`config.mk`:
```
export PLATFORM = sky130hd
export DESIGN_NAME = uart_tx
export DESIGN_NICKNAME = d
export VERILOG_FILES = /design/src/design/flash_emu_pkg.sv /design/src/design/uart_tx.sv
export SDC_FILE = /design/constraint.sdc
export NUM_CORES = 1
export LEC_CHECK = 0
export BUFFER_PORTS_ARGS = -buffer_cell sky130_fd_sc_hd__buf_2
export CORE_UTILIZATION = 50
export DETAILED_ROUTE_END_ITERATION = 12
export PLACE_DENSITY = 0.7
export SLEW_MARGIN = 20
export SYNTH_ARGS = -nofsm -noshare
export SYNTH_HDL_FRONTEND = slang
export SYNTH_SLANG_ARGS = --single-unit
```
`constraint.sdc`:
```
create_clock -name clk -period 1.65 [get_ports clk]
set_clock_uncertainty 0.05 [all_clocks]
set_input_delay 0 -clock clk [delete_from_list [all_inputs] [get_ports clk]]
set_output_delay 0 -clock clk [all_outputs]
set_load 0.01 [all_outputs]
```
`src/design/flash_emu_pkg.sv`:
```
package flash_emu_pkg;

	//////////////////////////////////////////////////////////////////////
	// widths
	//////////////////////////////////////////////////////////////////////

	// flash byte address as seen on the spi bus
	localparam int ADDR_W = 24;
	// index into the on-chip store
	localparam int MEM_AW = 12;
	// store depth, addresses wrap modulo this
	localparam int MEM_DEPTH = 1 << MEM_AW;
	localparam int BYTE_W = 8;
	// logged length, saturates at all ones
	localparam int LEN_W = 8;

	//////////////////////////////////////////////////////////////////////
	// spi flash commands and identity
	//////////////////////////////////////////////////////////////////////

	// normal read, followed by three address bytes
	localparam logic [BYTE_W-1:0] CMD_READ = 8'h03;
	// read jedec id, no address
	localparam logic [BYTE_W-1:0] CMD_READ_ID = 8'h9f;
	// manufacturer, memory type, capacity; sent msb first
	localparam logic [ADDR_W-1:0] JEDEC_ID = 24'h5a4018;

	//////////////////////////////////////////////////////////////////////
	// log output
	//////////////////////////////////////////////////////////////////////

	// clk cycles per serial bit
	localparam int BAUD_DIV = 8;
	// three address bytes and one length byte
	localparam int LOG_BYTES = 4;

endpackage

```
`src/design/uart_tx.sv`:
```
`timescale 1ns/1ps

module uart_tx (
	input  logic clk,
	input  logic reset,
	input  logic [flash_emu_pkg::BYTE_W-1:0] tx_byte_i,
	input  logic tx_start_i,
	output logic busy_o,
	output logic serial_o
);
	// data bits then stop bit, lsb goes out first
	logic [flash_emu_pkg::BYTE_W:0] shift;
	logic [$clog2(flash_emu_pkg::BAUD_DIV)-1:0] div_cnt;
	// 0 is the start bit, BYTE_W+1 the stop bit
	logic [$clog2(flash_emu_pkg::BYTE_W+2)-1:0] bit_cnt;
	logic bit_end;

	assign bit_end = (div_cnt == flash_emu_pkg::BAUD_DIV - 1);

	always_ff @(posedge clk or posedge reset)
	begin
		if (reset)
		begin
			busy_o <= 1'b0;
			serial_o <= 1'b1;
			div_cnt <= '0;
			bit_cnt <= '0;
		end
		else if (!busy_o)
		begin
			if (tx_start_i)
			begin
				// start bit
				busy_o <= 1'b1;
				serial_o <= 1'b0;
				div_cnt <= '0;
				bit_cnt <= '0;
			end
		end
		else if (!bit_end)
			div_cnt <= div_cnt + 1'b1;
		else
		begin
			div_cnt <= '0;
			// stop bit finished, line already idle high
			if (bit_cnt == flash_emu_pkg::BYTE_W + 1)
				busy_o <= 1'b0;
			else
			begin
				serial_o <= shift[0];
				bit_cnt <= bit_cnt + 1'b1;
			end
		end
	end

	always_ff @(posedge clk)
	begin
		if (tx_start_i && !busy_o)
			shift <= {1'b1, tx_byte_i};
		else if (busy_o && bit_end)
			shift <= {1'b1, shift[flash_emu_pkg::BYTE_W:1]};
	end

endmodule

```
# Yosys cells after proc, flatten, opt, wreduce, memory -nomap -nowiden
# Cells that the tools add are included.
# op_classes
n_reduce_logical,6
n_eq_ne,4
muxes,17
n_addsub,2
# ops
operator,count
$mux W4,4
$mux W8,2
$mux W3,3
$mux W1,8
$add A4 B1 Y4 const B,1
$eq A4 B4 Y1 const B,1
$reduce_bool A2 Y1,2
$add A3 B1 Y3 const B,1
$eq A3 B3 Y1 const B,1
$reduce_and A3 Y1,1
$logic_and A1 B1 Y1,2
$ne A2 B1 Y1 const B,1
$ne A2 B2 Y1 const B,1
$logic_not A1 Y1,1
# totals
word_cells,34
register_bits,17

# Longest topological paths before layout
# logic_depth
depth_word,4
depth_mapped,6

# Least setup slack after synthesis
# OpenSTA, ideal clock, no wires.
# synth_timing
path_type,flip-flop to flip-flop
start,register div_cnt[0] in the netlist's numbering
end,register bit_cnt[0] in the netlist's numbering
synth_period_minus_slack_ns,1.509
arrival_ns,1.394
stages_incl_launch_ff,6
setup_slack_ns,0.141
cell_sequence,dfrtp_1 -> ha_1 -> ha_1 -> mux2_2 -> o31ai_1 -> a21o_1
# synth_between
elab_chain_cells,3
# synth_lines
element,line_no,text
"start, declared",uart_tx.sv:13,logic [$clog2(flash_emu_pkg::BAUD_DIV)-1:0] div_cnt;
"start signal, assigned",uart_tx.sv:41,div_cnt <= div_cnt + 1'b1;
$eq A3 B3 Y1,uart_tx.sv:18,assign bit_end = (div_cnt == flash_emu_pkg::BAUD_DIV - 1);
$ne A2 B1 Y1 (no source line),n/a,
$reduce_and A3 Y1 (no source line),n/a,
"end signal, assigned",uart_tx.sv:51,bit_cnt <= bit_cnt + 1'b1;
"end, declared",uart_tx.sv:15,logic [$clog2(flash_emu_pkg::BYTE_W+2)-1:0] bit_cnt;
# No other way between the ends.
# A chain may end at the register's enable or synchronous reset.

# Worst setup path in the final report
# Same ends and word-level chain as after synthesis.

==> results.json <==
{
  "peakVddDrop_mv": 0.857,
  "use_met3_pct": 5.53,
  "cts_setup_buffers": 0,
  "grt_use_met1_pct": 21.6,
  "fin_crit_ns": 1.56,
  "ios": 13,
  "hpwl_um": 1060,
  "clk_pin_slew_ns": 0.10,
  "drcViolationCount": 0,
  "cts-root-buf": "clkbuf_4",
  "row_count": 14,
  "drtIter0Drc": 6,
  "cp_max_fo": 9,
  "die_area_mm2": 0.00182,
  "start_util_pct": 54.3,
  "die_w_um": 42.7,
  "numCtsBuffers": 3,
  "grt_pass1_wl_um": 2550,
  "grt_pass1_vias": 651,
  "gp_congestion": 0.699,
  "mostFrequentLayoutCell": "buf_2",
  "drt_first_pass_iters": 4,
  "critPathRequiredTime_ns": 1.83,
  "synth_ff_type": "edfxtp_1",
  "track_usage_pct": 19.8,
  "syn_nets": 80,
  "drive_above_1_share_pct": 31.9,
  "detailedPlace.worstSlack_ns": 0.0578,
  "status": "finished, final reports clean",
  "overflow": 0,
  "p_per_area_mw_per_mm2": 1310,
  "die-height_um": 42.7,
  "portBuffers": 12,
  "power.leakage_uw": 0.000450,
  "synth_seq_area_share_pct": 56.4,
  "p_int_uw": 940,
  "fill_cells": 116,
  "fin_ws_ns": 0.0859,
  "netlist_instances": 65,
  "setup_tns_ns": 0,
  "synth_edf_count": 8,
  "fin_nets": 107,
  "end_kind": "flip-flop",
  "clk_latency_ns": 0.29,
  "critPathKind": "reg -> reg",
  "hold_viol_final": 0,
  "vias": 606,
  "setup_viol_count_final": 0,
  "hold_path_class": "in -> reg",
  "netlist_area_um2": 827,
  "drv_cap": 0,
  "multiInputGateArea_um2": 328,
  "ant_nets": 0,
  "worstSetupStartpointType": "flip-flop",
  "avgViaCountPerCell": 5.66,
  "yosysWarnings": 0,
  "p_sw_uw": 421,
  "antenna_found_initial": 0,
  "clockBufferDepth": 2,
  "cts_tree": "yes",
  "wl_um": 1470,
  "cts_max_level": 1,
  "antenna_cells": 0,
  "p_comb_share_pct": 32.4,
  "cp.arrival_ns": 1.75,
  "report.final.slew_viol_count": 0,
  "clkPwrFrac_pct": 16.2,
  "use_met2_pct": 33.9,
  "grt-busiest-layer": "met2",
  "mostFrequentLayoutCells": "buf_2 (12), dlygate4sd3_1 (9), dfrtp_1 (8), edfxtp_1 (8), mux2_2 (7)",
  "synth_area_per_cell_um2": 12.7,
  "clock_sinks": 17,
  "async_reset_ff_share_pct": 52.9,
  "grt_max_degree": 13,
  "slew-limit-headroom_pct": 77.2,
  "synth_cell_type_count": 28,
  "seq_area_um2": 467,
  "area_growth_pct": 25.3,
  "detail_route.wl_per_cell_um": 13.8,
  "ys_ff_latch": 17,
  "p_sw_share_pct": 30.9,
  "core_area_mm2": 0.00152,
  "rsz0062_at_grt": "no",
  "fin_crit_sh_pct": 94.8,
  "tightest_slew_ns": 0.341,
  "clock.fmax_ghz": 0.639,
  "seqPwrFrac_pct": 51.4
}
## cell type report
type	instances	area share [%]
well taps	16	1.93
clock buffers	4	2.54
inverters	4	1.45
multi-input cells	41	31.6
repair buffers	25	17.4
flip-flops and latches	17	45.0
## power groups by stage
stage | combinational, µW | sequential (µW) | clock [µW]
after floorplan | 320 | 690 | 0
final | 441 | 699 | 221
after global placement | 409 | 702 | 0
after CTS | 441 | 698 | 226
after detailed placement | 422 | 710 | 0
after global routing | 500 | 716 | 242
## registers in the layout, summed over array words and instances, names as in the netlist
name / flops
bit_cnt: 4
serial_o: 1
shift: 8
busy_o: 1
div_cnt: 3
## path summary, 6_finish.rpt
check | end | slack (ns) | cells past startpoint | start
max reg2reg | bit_cnt[0]$_DFFE_PP0P_ | 0.09 | 5 | div_cnt[0]$_DFFE_PP0P_
min | div_cnt[1]$_DFFE_PP0P_ | 0.06 | 3 | tx_start_i
max in group asynchronous | serial_o$_DFFE_PP1P_ | 1.11 | 3 | reset
min in group asynchronous | div_cnt[2]$_DFFE_PP0P_ | 0.14 | 3 | reset
max | bit_cnt[0]$_DFFE_PP0P_ | 0.09 | 5 | div_cnt[0]$_DFFE_PP0P_
min reg2reg | div_cnt[2]$_DFFE_PP0P_ | 0.47 | 1 | div_cnt[2]$_DFFE_PP0P_
## synth_stat cells, drive strengths merged, types with 2 or more instances
master	instances	area share, %
nor3b	2	1.8
ha	4	6.1
dfrtp	8	24
nand2	4	1.8
edfxtp	8	29
buf	3	2.6
o31ai	2	1.8
o21ai	3	1.8
inv	4	1.8
a21o	2	1.8
mux2	8	11
nor3	2	1.2
## logic make-up after synthesis
logic type / count (synthesis) / share of synthesized area (%)
compound gates: 14 / 12.1
fa+ha+maj: 4 / 6.05
buf+inv: 7 / 4.39
flops: 17 / 56.4
mux: 8 / 10.9
simple gates: 15 / 10.1
## critical path, stage by stage, from the launching register on
cell and delay, ns:
dfrtp_1 0.41, ha_1 0.20, ha_1 0.22, mux2_4 0.34, o31ai_1 0.12, a21o_1 0.17
## metrics by stage
stage / utilization [%] / std cells / total power, µW / hold WS (ns) / cell area (µm²)
2_1_floorplan: - / 65 / 1010 / -0.223 / 827
3_3_place_gp: 60.1 / 94 / 1110 / -0.0729 / 916
3_5_place_dp: 60.1 / 94 / 1130 / -0.0758 / 916
4_1_cts: 67.7 / 107 / 1360 / 0.0567 / 1030
5_1_grt: 68.0 / 107 / 1460 / 0.0618 / 1040
6_report: 68.0 / 107 / 1360 / 0.0596 / 1040
## what timing repair did
action / 4_1_cts / 5_1_grt
endpoints found under the setup margin: 0 / 2
endpoints found under the hold margin: 17 / 0
resized for setup: 0 / 1
hold buffers: 9 / 0
## routing by layer
layer	part of all wire (%)	up-vias
li1	-	294
met1	42	296
met2	53	14
met3	3.4	2
met4	1.0	0
met5	0	-
No activity file was read; power rests on OpenSTA's default activity.
