**src/design/flash_emu_pkg.sv**
```systemverilog
package flash_emu_pkg;

	//////////////////////////////////////////////////////////////////////
	// widths
	//////////////////////////////////////////////////////////////////////

	// flash byte address as seen on the spi bus
	localparam int ADDR_W = 24;
	// index into the on-chip store
	localparam int MEM_AW = 12;
	// store depth, addresses wrap modulo this
	localparam int MEM_DEPTH = 1 << MEM_AW;
	localparam int BYTE_W = 8;
	// logged length, saturates at all ones
	localparam int LEN_W = 8;

	//////////////////////////////////////////////////////////////////////
	// spi flash commands and identity
	//////////////////////////////////////////////////////////////////////

	// normal read, followed by three address bytes
	localparam logic [BYTE_W-1:0] CMD_READ = 8'h03;
	// read jedec id, no address
	localparam logic [BYTE_W-1:0] CMD_READ_ID = 8'h9f;
	// manufacturer, memory type, capacity; sent msb first
	localparam logic [ADDR_W-1:0] JEDEC_ID = 24'h5a4018;

	//////////////////////////////////////////////////////////////////////
	// log output
	//////////////////////////////////////////////////////////////////////

	// clk cycles per serial bit
	localparam int BAUD_DIV = 8;
	// three address bytes and one length byte
	localparam int LOG_BYTES = 4;

endpackage

```
**src/design/log_serializer.sv**
```systemverilog
`timescale 1ns/1ps

module log_serializer (
	input  logic clk,
	input  logic reset,
	// record from spi_flash
	input  logic log_strobe_i,
	input  logic [flash_emu_pkg::ADDR_W-1:0] log_addr_i,
	input  logic [flash_emu_pkg::LEN_W-1:0] log_len_i,
	// to the uart
	output logic [flash_emu_pkg::BYTE_W-1:0] tx_byte_o,
	output logic tx_start_o,
	input  logic tx_busy_i,
	output logic [flash_emu_pkg::BYTE_W-1:0] drop_count_o
);
	// latched record, next byte at the top
	logic [flash_emu_pkg::LOG_BYTES*flash_emu_pkg::BYTE_W-1:0] rec;
	// one bit per byte still to send
	logic [flash_emu_pkg::LOG_BYTES-1:0] pending;
	logic record_busy;
	logic send;

	// tx_start_o covers the cycle before the uart raises busy
	assign record_busy = (|pending) || tx_busy_i || tx_start_o;
	assign send = (|pending) && !tx_busy_i && !tx_start_o;

	always_ff @(posedge clk or posedge reset)
	begin
		if (reset)
		begin
			pending <= '0;
			tx_start_o <= 1'b0;
			drop_count_o <= '0;
		end
		else
		begin
			tx_start_o <= send;
			if (log_strobe_i && !record_busy)
				pending <= '1;
			else if (send)
				pending <= pending >> 1;

			// refused record, count saturates
			if (log_strobe_i && record_busy && drop_count_o != {flash_emu_pkg::BYTE_W{1'b1}})
				drop_count_o <= drop_count_o + 1'b1;
		end
	end

	// address high to low, then length
	always_ff @(posedge clk)
	begin
		if (log_strobe_i && !record_busy)
			rec <= {log_addr_i, log_len_i};
		else if (send)
		begin
			tx_byte_o <= rec[$bits(rec)-1 -: flash_emu_pkg::BYTE_W];
			rec <= rec << flash_emu_pkg::BYTE_W;
		end
	end

endmodule

```
**config.mk**
```make
export PLATFORM = sky130hd
export DESIGN_NAME = log_serializer
export DESIGN_NICKNAME = d
export VERILOG_FILES = /design/src/design/flash_emu_pkg.sv /design/src/design/log_serializer.sv
export SDC_FILE = /design/constraint.sdc
export NUM_CORES = 1
export LEC_CHECK = 0
export BUFFER_PORTS_ARGS = -buffer_cell sky130_fd_sc_hd__buf_2
export CORE_UTILIZATION = 25
export DETAILED_ROUTE_END_ITERATION = 8
export PLACE_DENSITY = 0.44
export RECOVER_POWER = 100
export SLEW_MARGIN = 0
export SYNTH_ARGS = -nofsm -noshare
export SYNTH_HDL_FRONTEND = slang
export SYNTH_SLANG_ARGS = --single-unit
```
**constraint.sdc**
```tcl
create_clock -name clk -period 3.4 [get_ports clk]
set_input_delay 0.17 -clock clk [delete_from_list [all_inputs] [get_ports clk]]
set_output_delay 0.17 -clock clk [all_outputs]
set_load 0.01 [all_outputs]
```
Yosys cells after proc, flatten, opt, wreduce, memory -nomap -nowiden --
Cells that the tools add are included.
Storage, ports and cells: flip-flop bits (word level) 53, output and inout bits 17, word-level logic and storage cells 25, input bits 36
Cells by class: equal/unequal tests 1, muxes and demuxes 4, add/sub/neg operators 1, bitwise gates (word level) 1, reduce and logical (&&, ||, !) cells 13
Operators with widths (number):
- $mux 32 | 2
- $add 8x1->8 const B | 1
- $mux 4 | 2
- $ne 8x8->1 const B | 1
- $logic_and 1x1->1 | 5
- $reduce_or 4->1 | 1
- $logic_not 1->1 | 3
- $logic_or 1x1->1 | 2
- $reduce_and 2->1 | 1
- $reduce_bool 2->1 | 1
- $not 1->1 | 1

Logic depth before layout (Yosys ltp) --
depth after elaboration 7, mapped depth 6, depth with buffers taken out 5

Least setup slack after synthesis --
No wires, ideal clock.
kind register to register, start point register pending[3] (netlist name), end point register rec[0] (netlist name), enable pin, cell stages (with the launch flop) 5, slack 1061 ps, clock period less this slack 2339 ps, library setup time 389 ps, data arrival time 1950 ps, required time 3011 ps, path buffers 1, cell sequence dfrtp_1 -> nor4_1 -> nand3_1 -> clkbuf_1 -> nand2_1
On the way: longest elaborated chain between the ends 6, elaborated cells between the ends (all ways) 8, those cells by class reduce/logical: 8
Ends and longest elaborated chain:
- start, declared | RTL line log_serializer.sv:19 | logic [flash_emu_pkg::LOG_BYTES-1:0] pending;
- start signal, assigned | RTL line log_serializer.sv:41 | pending <= pending >> 1;
- $reduce_or 4->1 (*) | RTL line log_serializer.sv:24, log_serializer.sv:25
- $logic_or 1x1->1 (2 in a row) | RTL line log_serializer.sv:24 | assign record_busy = (|pending) || tx_busy_i || tx_start_o;
- $logic_not 1->1 | RTL line log_serializer.sv:52 | if (log_strobe_i && !record_busy)
- $logic_and 1x1->1 | RTL line log_serializer.sv:52
- $reduce_bool 2->1 (no line) (*)
- end signal, assigned | RTL line log_serializer.sv:53 | rec <= {log_addr_i, log_len_i};
- end signal, assigned | RTL line log_serializer.sv:57 | rec <= rec << flash_emu_pkg::BYTE_W;
- end, declared | RTL line log_serializer.sv:17 | logic [flash_emu_pkg::LOG_BYTES*flash_emu_pkg::BYTE_W-1:0] rec;
Every way passes the cells marked *; elsewhere a longest branch is shown, timed or not. A chain may end at the register's enable or synchronous reset.

Final worst setup path --
start point register pending[3] (netlist name), end point register rec[0] (netlist name) (data pin)
On the way: longest elaborated chain between the ends 6
Ends and longest elaborated chain (RTL line):
- $reduce_or 4->1 | log_serializer.sv:24
- $logic_or 1x1->1 (2 in a row) | log_serializer.sv:24
- $logic_not 1->1 | log_serializer.sv:52
- $logic_and 1x1->1 | log_serializer.sv:52
- $mux 32 | log_serializer.sv:52
No other way between the ends.

==> impl_metrics.env <==
export IMPL_cts_tree="built"
export IMPL_numPortBuffers=52
export IMPL_tightest_slew_ps=809
export IMPL_critical_path_class="flip-flop to flip-flop"
export IMPL_critical_path_max_stage_delay_ps=620
export IMPL_hold_violations=0
export IMPL_htreeDepth=2
export IMPL_endpoint_kind="flip-flop"
export IMPL_irDropWorstVdd_mv=0.256
export IMPL_drc_errors=0
export IMPL_synth_seq_cells=53
export IMPL_design_core_area_sq_um=8300
export IMPL_nNetsFinal=280
export IMPL_hp_start="log_addr_i[14]"
export IMPL_fin_crit_sh_pct=70.1
export IMPL_ctsResizeCount=0
export IMPL_netlist_instances=186
export IMPL_clk_latency_ps=310
export IMPL_syn_to_final_growth_pct=21.4
export IMPL_cellPowerDensity_nw_per_um2=675
export IMPL_syn_nets=223
export IMPL_min_path_type="input pin to flip-flop"
export IMPL_die_width_um=95.0
export IMPL_p_total_w=0.00177
export IMPL_clkTransAtPathRegs_ps=100
export IMPL_vias_per_cell=3.93
export IMPL_rows=33
export IMPL_start_util_pct=26.0
export IMPL_leakage_nw=1.11
export IMPL_grt_pass1_wl_um=6340
export IMPL_drt_initial_drc_count=76
export IMPL_finalClockSkew_ps=6.39
export IMPL_required_ps=3580
export IMPL_arrival_ps=2560
export IMPL_track_usage_pct=9.40
export IMPL_cts_buffers=5
export IMPL_drt_wl_total_um=3910
export IMPL_die_h_um=95.0
export IMPL_yosys_area_top_type_share_pct=55.6
export IMPL_yosysSeqAreaShare_pct=70.6
export IMPL_cts_hold_buf=1
export IMPL_fmax_mhz=420
export IMPL_synth_area_leaders="edfxtp_1 (56%), dfrtp_1 (15%), nand2_1 (13%)"
export IMPL_max_cap_violations=0
export IMPL_ys_types=22
export IMPL_vias=1371
export IMPL_cpMaxStageDelayCell="clkbuf_1"
export IMPL_syn_area_sq_um=2160
export IMPL_crit_start="pending[3]"
export IMPL_reg2reg_from="pending[3]"
export IMPL_cp_cell_sequence="nor4_1 -> and3_1 -> clkbuf_1 -> and2_1"
export IMPL_rsz0062_at_grt="false"
export IMPL_finalSetupViolations=0
export IMPL_synth_avg_cell_area_sq_um=11.6
export IMPL_diodes=0
export IMPL_grt_max_degree=33
export IMPL_cts_sinks=53
export IMPL_yosysWarnings=0
export IMPL_status="completed"
export IMPL_drtAntennaViolNets=0
export IMPL_cts_setup_buffers=0
export IMPL_grt_overflow=0
export IMPL_critPathBufInv=1
export IMPL_min_period_ps=2380
export IMPL_dp_final_hpwl_um=2660
export IMPL_grt_pass1_vias=1288
export IMPL_post_route_cells_drive_above_1_share_pct=18.9
export IMPL_final_max_slew_violation_count=0
export IMPL_gp_congestion=0.681
export IMPL_drt_first_pass_iters=4
export IMPL_synth_largest_area_cell="edfxtp_1"
export IMPL_root_buffer="clkbuf_8"
export IMPL_clk_path_buf_depth=2
export IMPL_wl_per_cell_um=11.2
export IMPL_crit_family="simple AND/OR/NAND/NOR gates"
export IMPL_io_pins=53
export IMPL_antenna_found_initial=0
export IMPL_path_max_fanout=20
export IMPL_max_slew_margin_pct=46.1
export IMPL_start_kind="flip-flop"
export IMPL_dieArea_sq_um=9020
export IMPL_tns_ps=0
-- worst register-to-register path, cell delays in order (launching register included) --
cell	delay (ps)
dfrtp_1	410
nor4_1	400
and3_1	610
clkbuf_1	620
and2_1	220
-- logic make-up after synthesis --
group,synth area share [%]
compound gates,1.33
xor+xnor,2.43
fa+ha+maj,0.579
buf+inv,1.80
flops,70.6
mux,0.695
simple gates,22.5
-- where the power goes --
group / total [W] / internal (W) / leakage, nW / switching [W]
clock: 0.000437 / 0.000221 / 0.0543 / 0.000216
sequential: 0.000999 / 0.000902 / 0.541 / 0.0000964
combinational: 0.000336 / 0.000127 / 0.514 / 0.000209
total: 0.00177 / 0.00125 / 1.11 / 0.000522
-- per-layer routing --
metal	up-vias	routed length (um)	GRT usage (%)
met5	-	0	0
met4	0	70	5.30
met3	4	254	2.01
met2	37	1650	13.7
met1	596	1940	12.9
li1	734	-	-
-- cell type report --
cell class	instances	area, sq um
fill	854	5680
sequential	53	1530
multi-input combinational	124	574
timing repair buffer	56	265
tap	105	131
clock buffer	5	68.8
clock inverter	3	46.3
inverter	3	11.3
-- cell usage in the layout (no fill, tap or decap) --
master	Yosys	layout
ha_1	1	1
and3_1	1	1
clkbuf_2	0	1
clkbuf_8	0	5
buf_2	4	35
clkinv_4	0	1
edfxtp_1	40	40
o21ai_0	0	1
and2_1	8	3
nor3_1	4	4
bufinv_16	0	1
nor4b_1	1	1
nand2_1	77	77
inv_1	3	3
nor2_1	10	11
dfrtp_1	13	13
buf_4	0	1
nand4_1	1	1
or4_1	0	1
clkinvlp_4	0	1
and2_0	0	5
xor2_1	6	6
or2_2	1	1
nor4_1	4	4
nand3_1	4	4
a31oi_1	2	2
clkbuf_1	2	18
dlygate4sd3_1	0	1
mux2_1	0	1
-- worst paths after layout --
check                                  end  slack (ps)  cells after the start
min reg2reg                   tx_byte_o[3]         430                      0
max                                 rec[0]        1020                      4
max in group asynchronous  drop_count_o[0]        2640                      3
min                                rec[22]         120                      3
min in group asynchronous  drop_count_o[1]         420                      3
max reg2reg                         rec[0]        1020                      4
-- sequential cells by signal, summed over array words and instances (netlist names) --
name	cells
pending	4
tx_byte_o	8
drop_count_o	8
tx_start_o	1
rec	32
-- stage by stage --
stage	area (sq um)	utilization (%)	setup slack, ps	hold WS (ps)	std cells
2_1_floorplan	2160	-	1060	47.0	186
3_3_place_gp	2550	30.7	1370	236	340
4_1_cts	2670	32.2	1330	116	349
3_5_place_dp	2550	30.7	1340	228	340
5_1_grt	2620	31.6	699	118	349
6_report	2620	31.6	1020	119	349
-- cells in the mapped netlist, drive strengths merged --
cell    instances
edfxtp         40
nand4           1
xor2            6
nand2          77
ha              1
nand3           4
nor3            4
nor2           11
inv             3
nor4            4
and2            8
clkbuf          2
buf             4
a31oi           2
nor4b           1
or4             1
o21ai           1
and3            1
or2             1
mux2            1
dfrtp          13
Power figures use the tool's default switching activity.
