**src/design/flash_emu_pkg.sv**
```systemverilog
package flash_emu_pkg;

	//////////////////////////////////////////////////////////////////////
	// widths
	//////////////////////////////////////////////////////////////////////

	// flash byte address as seen on the spi bus
	localparam int ADDR_W = 24;
	// index into the on-chip store
	localparam int MEM_AW = 12;
	// store depth, addresses wrap modulo this
	localparam int MEM_DEPTH = 1 << MEM_AW;
	localparam int BYTE_W = 8;
	// logged length, saturates at all ones
	localparam int LEN_W = 8;

	//////////////////////////////////////////////////////////////////////
	// spi flash commands and identity
	//////////////////////////////////////////////////////////////////////

	// normal read, followed by three address bytes
	localparam logic [BYTE_W-1:0] CMD_READ = 8'h03;
	// read jedec id, no address
	localparam logic [BYTE_W-1:0] CMD_READ_ID = 8'h9f;
	// manufacturer, memory type, capacity; sent msb first
	localparam logic [ADDR_W-1:0] JEDEC_ID = 24'h5a4018;

	//////////////////////////////////////////////////////////////////////
	// log output
	//////////////////////////////////////////////////////////////////////

	// clk cycles per serial bit
	localparam int BAUD_DIV = 8;
	// three address bytes and one length byte
	localparam int LOG_BYTES = 4;

endpackage

```
**src/design/spi_flash.sv**
```systemverilog
`timescale 1ns/1ps

module spi_flash (
	input  logic clk,
	input  logic reset,
	// byte interface from spi_device
	input  logic [flash_emu_pkg::BYTE_W-1:0] rx_data_i,
	input  logic rx_strobe_i,
	input  logic rx_cmd_i,
	input  logic cs_active_i,
	output logic [flash_emu_pkg::BYTE_W-1:0] tx_data_o,
	input  logic tx_strobe_i,
	output logic miso_en_o,
	// store read port
	output logic spi_critical_o,
	output logic rd_en_o,
	output logic [flash_emu_pkg::MEM_AW-1:0] rd_addr_o,
	input  logic [flash_emu_pkg::BYTE_W-1:0] rd_data_i,
	input  logic rd_ack_i,
	// log record
	output logic log_strobe_o,
	output logic [flash_emu_pkg::ADDR_W-1:0] log_addr_o,
	output logic [flash_emu_pkg::LEN_W-1:0] log_len_o
);
	typedef enum logic [2:0] {
		ST_CMD,
		ST_ADDR0,
		ST_ADDR1,
		ST_ADDR2,
		ST_DATA,
		ST_ID,
		ST_IGNORE
	} state_t;

	state_t state;
	logic cs_prev;
	// which id byte goes out next, 3 means past the end
	logic [1:0] id_idx;
	logic [flash_emu_pkg::BYTE_W-1:0] id_byte;
	// address of the byte after the one being prefetched
	logic [flash_emu_pkg::MEM_AW-1:0] next_addr;
	// address with the newest byte shifted in
	logic [flash_emu_pkg::ADDR_W-1:0] addr_full;

	assign addr_full = {log_addr_o[flash_emu_pkg::ADDR_W-flash_emu_pkg::BYTE_W-1:0], rx_data_i};

	// miso only driven while we have something to say
	assign miso_en_o = (state == ST_DATA) || (state == ST_ID);

	always_comb
	begin
		case (id_idx)
			2'd0: id_byte = flash_emu_pkg::JEDEC_ID[23:16];
			2'd1: id_byte = flash_emu_pkg::JEDEC_ID[15:8];
			2'd2: id_byte = flash_emu_pkg::JEDEC_ID[7:0];
			default: id_byte = '0;
		endcase
	end

	//////////////////////////////////////////////////////////////////////
	// phase machine
	//////////////////////////////////////////////////////////////////////

	always_ff @(posedge clk or posedge reset)
	begin
		if (reset)
		begin
			state <= ST_CMD;
			cs_prev <= 1'b0;
			id_idx <= '0;
			spi_critical_o <= 1'b0;
			rd_en_o <= 1'b0;
			log_strobe_o <= 1'b0;
			log_len_o <= '0;
		end
		else
		begin
			cs_prev <= cs_active_i;
			// store belongs to spi for the whole transaction
			spi_critical_o <= cs_active_i;
			rd_en_o <= 1'b0;
			log_strobe_o <= 1'b0;

			if (!cs_active_i)
			begin
				state <= ST_CMD;
				// log only reads that got past the address
				if (cs_prev && state == ST_DATA)
					log_strobe_o <= 1'b1;
			end
			else if (rx_strobe_i && rx_cmd_i)
			begin
				case (rx_data_i)
					flash_emu_pkg::CMD_READ:
						state <= ST_ADDR0;
					flash_emu_pkg::CMD_READ_ID:
					begin
						state <= ST_ID;
						id_idx <= '0;
					end
					default:
						state <= ST_IGNORE;
				endcase
			end
			else if (rx_strobe_i)
			begin
				case (state)
					ST_ADDR0: state <= ST_ADDR1;
					ST_ADDR1: state <= ST_ADDR2;
					ST_ADDR2:
					begin
						// address complete, fetch first byte now
						state <= ST_DATA;
						rd_en_o <= 1'b1;
						log_len_o <= '0;
					end
					ST_DATA:
						if (log_len_o != {flash_emu_pkg::LEN_W{1'b1}})
							log_len_o <= log_len_o + 1'b1;
					default: ;
				endcase
			end
			else if (tx_strobe_i)
			begin
				// byte just left for the shifter, fetch the next one
				if (state == ST_DATA)
					rd_en_o <= 1'b1;
				if (state == ST_ID && id_idx != 2'd3)
					id_idx <= id_idx + 1'b1;
			end
		end
	end

	//////////////////////////////////////////////////////////////////////
	// address and prefetch registers
	//////////////////////////////////////////////////////////////////////

	always_ff @(posedge clk)
	begin
		if (rx_strobe_i && !rx_cmd_i && cs_active_i &&
			(state == ST_ADDR0 || state == ST_ADDR1 || state == ST_ADDR2))
		begin
			// address arrives msb first
			log_addr_o <= addr_full;
			if (state == ST_ADDR2)
			begin
				rd_addr_o <= addr_full[flash_emu_pkg::MEM_AW-1:0];
				next_addr <= addr_full[flash_emu_pkg::MEM_AW-1:0] + 1'b1;
			end
		end
		else if (tx_strobe_i && state == ST_DATA)
		begin
			// wraps modulo store depth
			rd_addr_o <= next_addr;
			next_addr <= next_addr + 1'b1;
		end

		if (rd_ack_i)
			tx_data_o <= rd_data_i;
		else if (state == ST_ID)
			tx_data_o <= id_byte;
	end

endmodule

```
**config.mk**
```make
export PLATFORM = sky130hd
export DESIGN_NAME = spi_flash
export DESIGN_NICKNAME = d
export VERILOG_FILES = /design/src/design/flash_emu_pkg.sv /design/src/design/spi_flash.sv
export SDC_FILE = /design/constraint.sdc
export NUM_CORES = 1
export LEC_CHECK = 0
export BUFFER_PORTS_ARGS = -buffer_cell sky130_fd_sc_hd__buf_4
export CAP_MARGIN = 20
export CELL_PAD_IN_SITES_DETAIL_PLACEMENT = 2
export CELL_PAD_IN_SITES_GLOBAL_PLACEMENT = 2
export CORE_ASPECT_RATIO = 0.75
export CORE_MARGIN = 5
export CORE_UTILIZATION = 32
export CTS_CLUSTER_SIZE = 12
export DETAILED_ROUTE_END_ITERATION = 8
export PLACE_DENSITY_LB_ADDON = 0.25
export RECOVER_POWER = 100
export SETUP_SLACK_MARGIN = 0.3
export SYNTH_ARGS = -nofsm -noshare
export SYNTH_HDL_FRONTEND = slang
export SYNTH_SLANG_ARGS = --single-unit
export TNS_END_PERCENT = 20
```
**constraint.sdc**
```tcl
create_clock -name clk -period 2.56 [get_ports clk]
set_input_delay 0.384 -clock clk [delete_from_list [all_inputs] [get_ports clk]]
set_output_delay 0.384 -clock clk [all_outputs]
set_load 0.005 [all_outputs]
```
**After elaboration in Yosys (flattened, before gate mapping)**

Cells that the tools add are included.

- Output and inout port bits: 56
- Logic and storage cells: 82
- Flip-flop bits (word level): 72
- Input bits: 23

- Reduce and logical (&&, ||, !) cells: 21
- Muxes and demuxes: 29
- Equality and inequality tests: 17
- Bitwise gates (word level): 1
- $add $sub $neg: 4

Operator list:

| kind | count |
|---|---|
| $mux W12 | 6 |
| $add A12 B1 Y12 const B | 2 |
| $mux W8 | 3 |
| $pmux W7 S3 | 1 |
| $pmux W8 S2 | 1 |
| $mux W2 | 5 |
| $reduce_and A5 Y1 | 2 |
| $reduce_bool A2 Y1 | 5 |
| $mux W3 | 3 |
| $pmux W3 S3 | 1 |
| $add A8 B1 Y8 const B | 1 |
| $eq A8 B2 Y1 const B | 1 |
| $eq A8 B8 Y1 const B | 1 |
| $mux W1 | 8 |
| $ne A8 B8 Y1 const B | 1 |
| $logic_and A1 B1 Y1 | 7 |
| $eq A3 B2 Y1 const B | 2 |
| $eq A3 B3 Y1 const B | 2 |
| $ne A2 B1 Y1 const B | 3 |
| $pmux W3 S2 | 1 |
| $ne A5 B1 Y1 const B | 1 |
| $ne A2 B2 Y1 const B | 2 |
| $reduce_and A2 Y1 | 2 |
| $eq A3 B1 Y1 const B | 1 |
| 8 further kinds | 10 |

**Depth between registers and ports, before layout**

- Word-level depth: 6
- Mapped depth: 10
- Gate-level depth less buffers: 8

**Least setup slack after synthesis**

OpenSTA, ideal clock, no wires.

- Kind: input -> register
- Start point: input port rx_cmd_i
- End point: register next_addr[10] (netlist name) (data pin)
- Setup slack: 0.046 ns
- Stages on the path: 10
- Buffers on the path: 2
- Arrival time: 2.256 ns
- Data required time: 2.301 ns
- Cells stage by stage: buf_6 nand3b_4 nor2_2 buf_4 mux2_2 ha_1 nand2_1 a211oi_1 a22oi_1 xnor2_1

- Longest elaborated chain between the ends: 5

Ends and longest elaborated chain:

| element | RTL line | text |
|---|---|---|
| start, declared | spi_flash.sv:9 | `input logic rx_cmd_i,` |
| $logic_not A1 Y1 | spi_flash.sv:140 | `if (rx_strobe_i && !rx_cmd_i && cs_active_i &&` |
| $logic_and A1 B1 Y1 (3 in a row) | spi_flash.sv:140 |  |
| $mux W12 | spi_flash.sv:140 |  |
| end signal, assigned | spi_flash.sv:148 | `next_addr <= addr_full[flash_emu_pkg::MEM_AW-1:0] + 1'b1;` |
| end signal, assigned | spi_flash.sv:155 | `next_addr <= next_addr + 1'b1;` |
| end, declared | spi_flash.sv:41 | `logic [flash_emu_pkg::MEM_AW-1:0] next_addr;` |

No other way between the ends.
A chain may end at the register's enable or synchronous reset.

**Worst setup path in the final report**

- Start point: register state[2]
- End point: register next_addr[10] (netlist name) (data pin)

- Longest elaborated chain between the ends: 5

Ends and longest elaborated chain:

| element | RTL line | text |
|---|---|---|
| start, declared | spi_flash.sv:35 | `state_t state;` |
| start signal, assigned | spi_flash.sv:68 | `state <= ST_CMD;` |
| start signal, assigned | spi_flash.sv:86 | `state <= ST_CMD;` |
| start signal, assigned | spi_flash.sv:95 | `state <= ST_ADDR0;` |
| $eq A3 B1 Y1 or $eq A3 B2 Y1 (tied branches) | spi_flash.sv:141 | `(state == ST_ADDR0 \|\| state == ST_ADDR1 \|\| state == ST_ADDR2))` |
| $logic_or A1 B1 Y1 | spi_flash.sv:141 |  |
| $logic_or A1 B1 Y1 (*) | spi_flash.sv:141 |  |
| $logic_and A1 B1 Y1 (*) | spi_flash.sv:140 |  |
| $mux W12 (*) | spi_flash.sv:140 |  |

Mark *: on every way between the ends. The rest lies on a longest branch, timed or not.

==> metrics.csv <==
stage,metric,value,unit
run_status,status,"complete, no violations",
yosys,Synth cell types,53,
layout,synth-to-layout area growth,30.8,%
grt,first-pass GRT wire length,14.2,mm
floorplan,total I/O pin count,79,
layout,# fillers,1056,
job,maximum capacitance violations,0,
floorplan,standard cell core area,0.0102,mm^2
place,sum of net half-perimeters after detailed placement,6.42,mm
sta,unrepaired setup endpoints after global routing,false,
layout,"Cell Count, Final, Fillers Out",470,
cts,maximum number of buffers from clock root to sink,2,
sta,share of the clock period used by the worst path after layout,87.7,%
grt,via count of the first global-routing pass,2515,
place,Routability Congestion,0.743,
yosys,"top cells by count, synth","sky130_fd_sc_hd__edfxtp_1, sky130_fd_sc_hd__nand2_1, sky130_fd_sc_hd__dfrtp_1",
sta,worst slew slack as a fraction of its limit,53.4,%
place,Placed Instances,452,
grt,initial antenna violation count,0,
cts,clock edge transition at the registers on the reported setup and hold paths,0.06,ns
yosys,flip-flop cell with the highest count after synthesis,sky130_fd_sc_hd__edfxtp_1,
sta,Finish-stage setup viols,0,
drt,Detail Route Antenna Nets,0,
sta,worst setup slack after layout,0.314,ns
critical_path,Crit Path Class,flop to flop,
critical_path,required time reported for the critical path endpoint,2.64,ns
yosys,largest area contributor in the netlist,sky130_fd_sc_hd__edfxtp_1,
yosys,total number of yosys warnings,0,
place,pre-CTS WS,0.277,ns
floorplan,Site Rows,32,
yosys,synthesized flop and latch total,72,
cts,cell at the root of the clock tree,sky130_fd_sc_hd__clkbuf_16,
power,LEAKAGE,1.69,nW
critical_path,Crit path arrival time,2.33,ns
yosys,proportion of register bits with asynchronous set or reset after synthesis,22.2,%
power,worst vdd rail ir drop,0.000272,V
cts,latest clock arrival within the worst-skew pair,0.33,ns
critical_path,Critical Path Source Type,flop,
cts,CTS tree,built,
sta,max-slew violation count,0,
sta,slew at the pin closest to its max-slew limit,0.698,ns
sta,"Hold Violations, Final",0,
drt,DRC Markers,0,
place,count of input and output buffers,78,
power,PD cells,660,mW/mm^2
grt,pin count of the biggest net entering global routing,35,
drt,DRT iter0 DRCs,97,
layout,nets@finish,358,
drt,detailed-router iteration count before antenna repair,6,
sta,Max Freq,445,MHz
cts,number of clock buffers inserted by TritonCTS,9,
grt,global router's overall resource usage,14.5,%
yosys,number of synthesized flops with an enable pin,56,
drt,final routed wire length divided by cell count,18.9,um
floorplan,starting density of the core,32.4,%
yosys,Post-Synthesis Cell Area,0.00329,mm^2
yosys,most used standard cell by instance count after synthesis,sky130_fd_sc_hd__edfxtp_1,
cts,number of H-tree levels,3,
floorplan,Die ar.,0.0124,mm^2
drt,via density per instance,4.99,
yosys,Synthesized Nets,268,
critical_path,largest fanout on the critical path,7,
min_path,Worst Hold Class,input pin to async pin,
layout,fraction of final layout cells with drive strength greater than 1,30.2,%
sta,setup TNS,0,ns
sta,post-layout minimum cycle time,2.25,ns
cts,clk sink count,72,
grt,residual overflow from global routing,0,
drt,Vias,2344,
floorplan,height of the die,97.9,um
drt,wire length after detailed routing,8.88,mm
yosys,number of instances in the synthesized netlist,239,
critical_path,critical path capture point type,flop,
sta,Clock Skews,0.00446,ns
floorplan,die boundary width,127,um
yosys,mean cell area of the mapped netlist,13.8,um^2
yosys,sequential element share of the synthesized area,63.2,%
layout,final antenna diode count,0,
yosys,post-synth top area share,51.0,%
yosys,main area contributors after synthesis,"sky130_fd_sc_hd__edfxtp_1, sky130_fd_sc_hd__dfrtp_1, sky130_fd_sc_hd__mux2_2",
-- what timing repair did --
item | CTS | global route
setup buffers | 0 | 2
pin swaps | 0 | 1
hold buffers | 0 | 0
endpoints found under the setup margin | 2 | 2
gates resized for setup | 3 | 4
-- placed cells by master, fill, tap and decap left out, types with 6 or more instances in the layout --
master,Yosys,final
sky130_fd_sc_hd__nor2_1,7,7
sky130_fd_sc_hd__clkbuf_16,0,9
sky130_fd_sc_hd__o21ai_0,8,8
sky130_fd_sc_hd__or4_1,5,6
sky130_fd_sc_hd__clkbuf_1,3,22
sky130_fd_sc_hd__o211ai_1,10,10
sky130_fd_sc_hd__edfxtp_1,56,56
sky130_fd_sc_hd__mux2_1,0,11
sky130_fd_sc_hd__nand4_1,12,12
sky130_fd_sc_hd__xnor2_1,6,6
sky130_fd_sc_hd__nand3_1,7,7
sky130_fd_sc_hd__dfrtp_1,16,15
sky130_fd_sc_hd__nand2_1,19,19
sky130_fd_sc_hd__clkbuf_4,0,49
sky130_fd_sc_hd__buf_4,1,18
-- critical path, stage by stage (launching register included) --
cell	delay, ns
sky130_fd_sc_hd__dfrtp_2	0.45
sky130_fd_sc_hd__o21bai_4	0.21
sky130_fd_sc_hd__nor2_4	0.15
sky130_fd_sc_hd__mux2_4	0.19
sky130_fd_sc_hd__ha_2	0.23
sky130_fd_sc_hd__nand2_1	0.10
sky130_fd_sc_hd__a211oi_2	0.36
sky130_fd_sc_hd__a22oi_2	0.15
sky130_fd_sc_hd__xnor2_1	0.14
-- cells by family after synthesis --
group | count (synthesis) | share of synthesized area [%]
compound gates | 39 | 9.00
xor+xnor | 11 | 2.92
fa+ha+maj | 6 | 2.28
buf+inv | 15 | 2.77
flops | 72 | 63.2
mux | 15 | 5.09
simple gates | 81 | 14.7
-- layout make-up --
type                            instances  area [um^2]  share of cell area [%]
Timing Repair Buffer                   89          586                    13.6
Multi-Input combinational cell        152         1150                    26.8
Tap cell                              136          170                    3.95
Inverter                                5         18.8                   0.436
Clock inverter                          7         72.6                    1.68
Sequential cell                        72         2080                    48.3
Clock buffer                            9          225                    5.23
-- per-layer routing --
metal | track usage [%] | part of all wire (%) | vias to the layer above
met5 | 0 | 0 | -
met3 | 4.16 | 5.0 | 11
met1 | 20.2 | 48 | 1166
met2 | 22.0 | 46 | 65
met4 | 4.45 | 1.1 | 0
li1 | - | - | 1102
-- through the flow --
step | cell area (um^2) | power, mW | hold WS (ns) | util, %
finish | 4310 | 2.84 | 0.167 | 42.4
global route | 4310 | 2.96 | 0.239 | 42.4
CTS | 4370 | 2.89 | 0.190 | 42.9
detailed placement | 4060 | 1.63 | 0.445 | 39.9
global placement | 4060 | 1.62 | 0.432 | 39.9
floorplan | 3320 | 1.49 | 0.298 | -
-- power by group --
group	total (mW)	internal, mW	leakage, nW	switching, mW
logic	0.246	0.107	0.819	0.138
clock network	1.25	0.754	0.143	0.496
registers	1.35	1.31	0.726	0.0359
total	2.84	2.17	1.69	0.671
-- flip-flops by register name, summed over array words and instances, names as in the netlist, 2 cells and up --
| register | count |
|---|---|
| id_idx | 2 |
| log_len_o | 8 |
| log_addr_o | 24 |
| state | 3 |
| tx_data_o | 8 |
| rd_addr_o | 12 |
| next_addr | 12 |
-- worst paths after layout --
kind / slack [ns] / end / depth (start not counted) / from
max: 0.31 / next_addr[10] / 8 / state[2]
min: 0.17 / log_strobe_o / 2 / reset
max reg2reg: 0.31 / next_addr[10] / 8 / state[2]
min reg2reg: 0.45 / log_addr_o[14] / 0 / log_addr_o[6]
max in group asynchronous: 1.91 / state[2] / 2 / reset
min in group clk: 0.33 / tx_data_o[4] / 3 / rd_data_i[4]
Power figures use the tool's default switching activity.
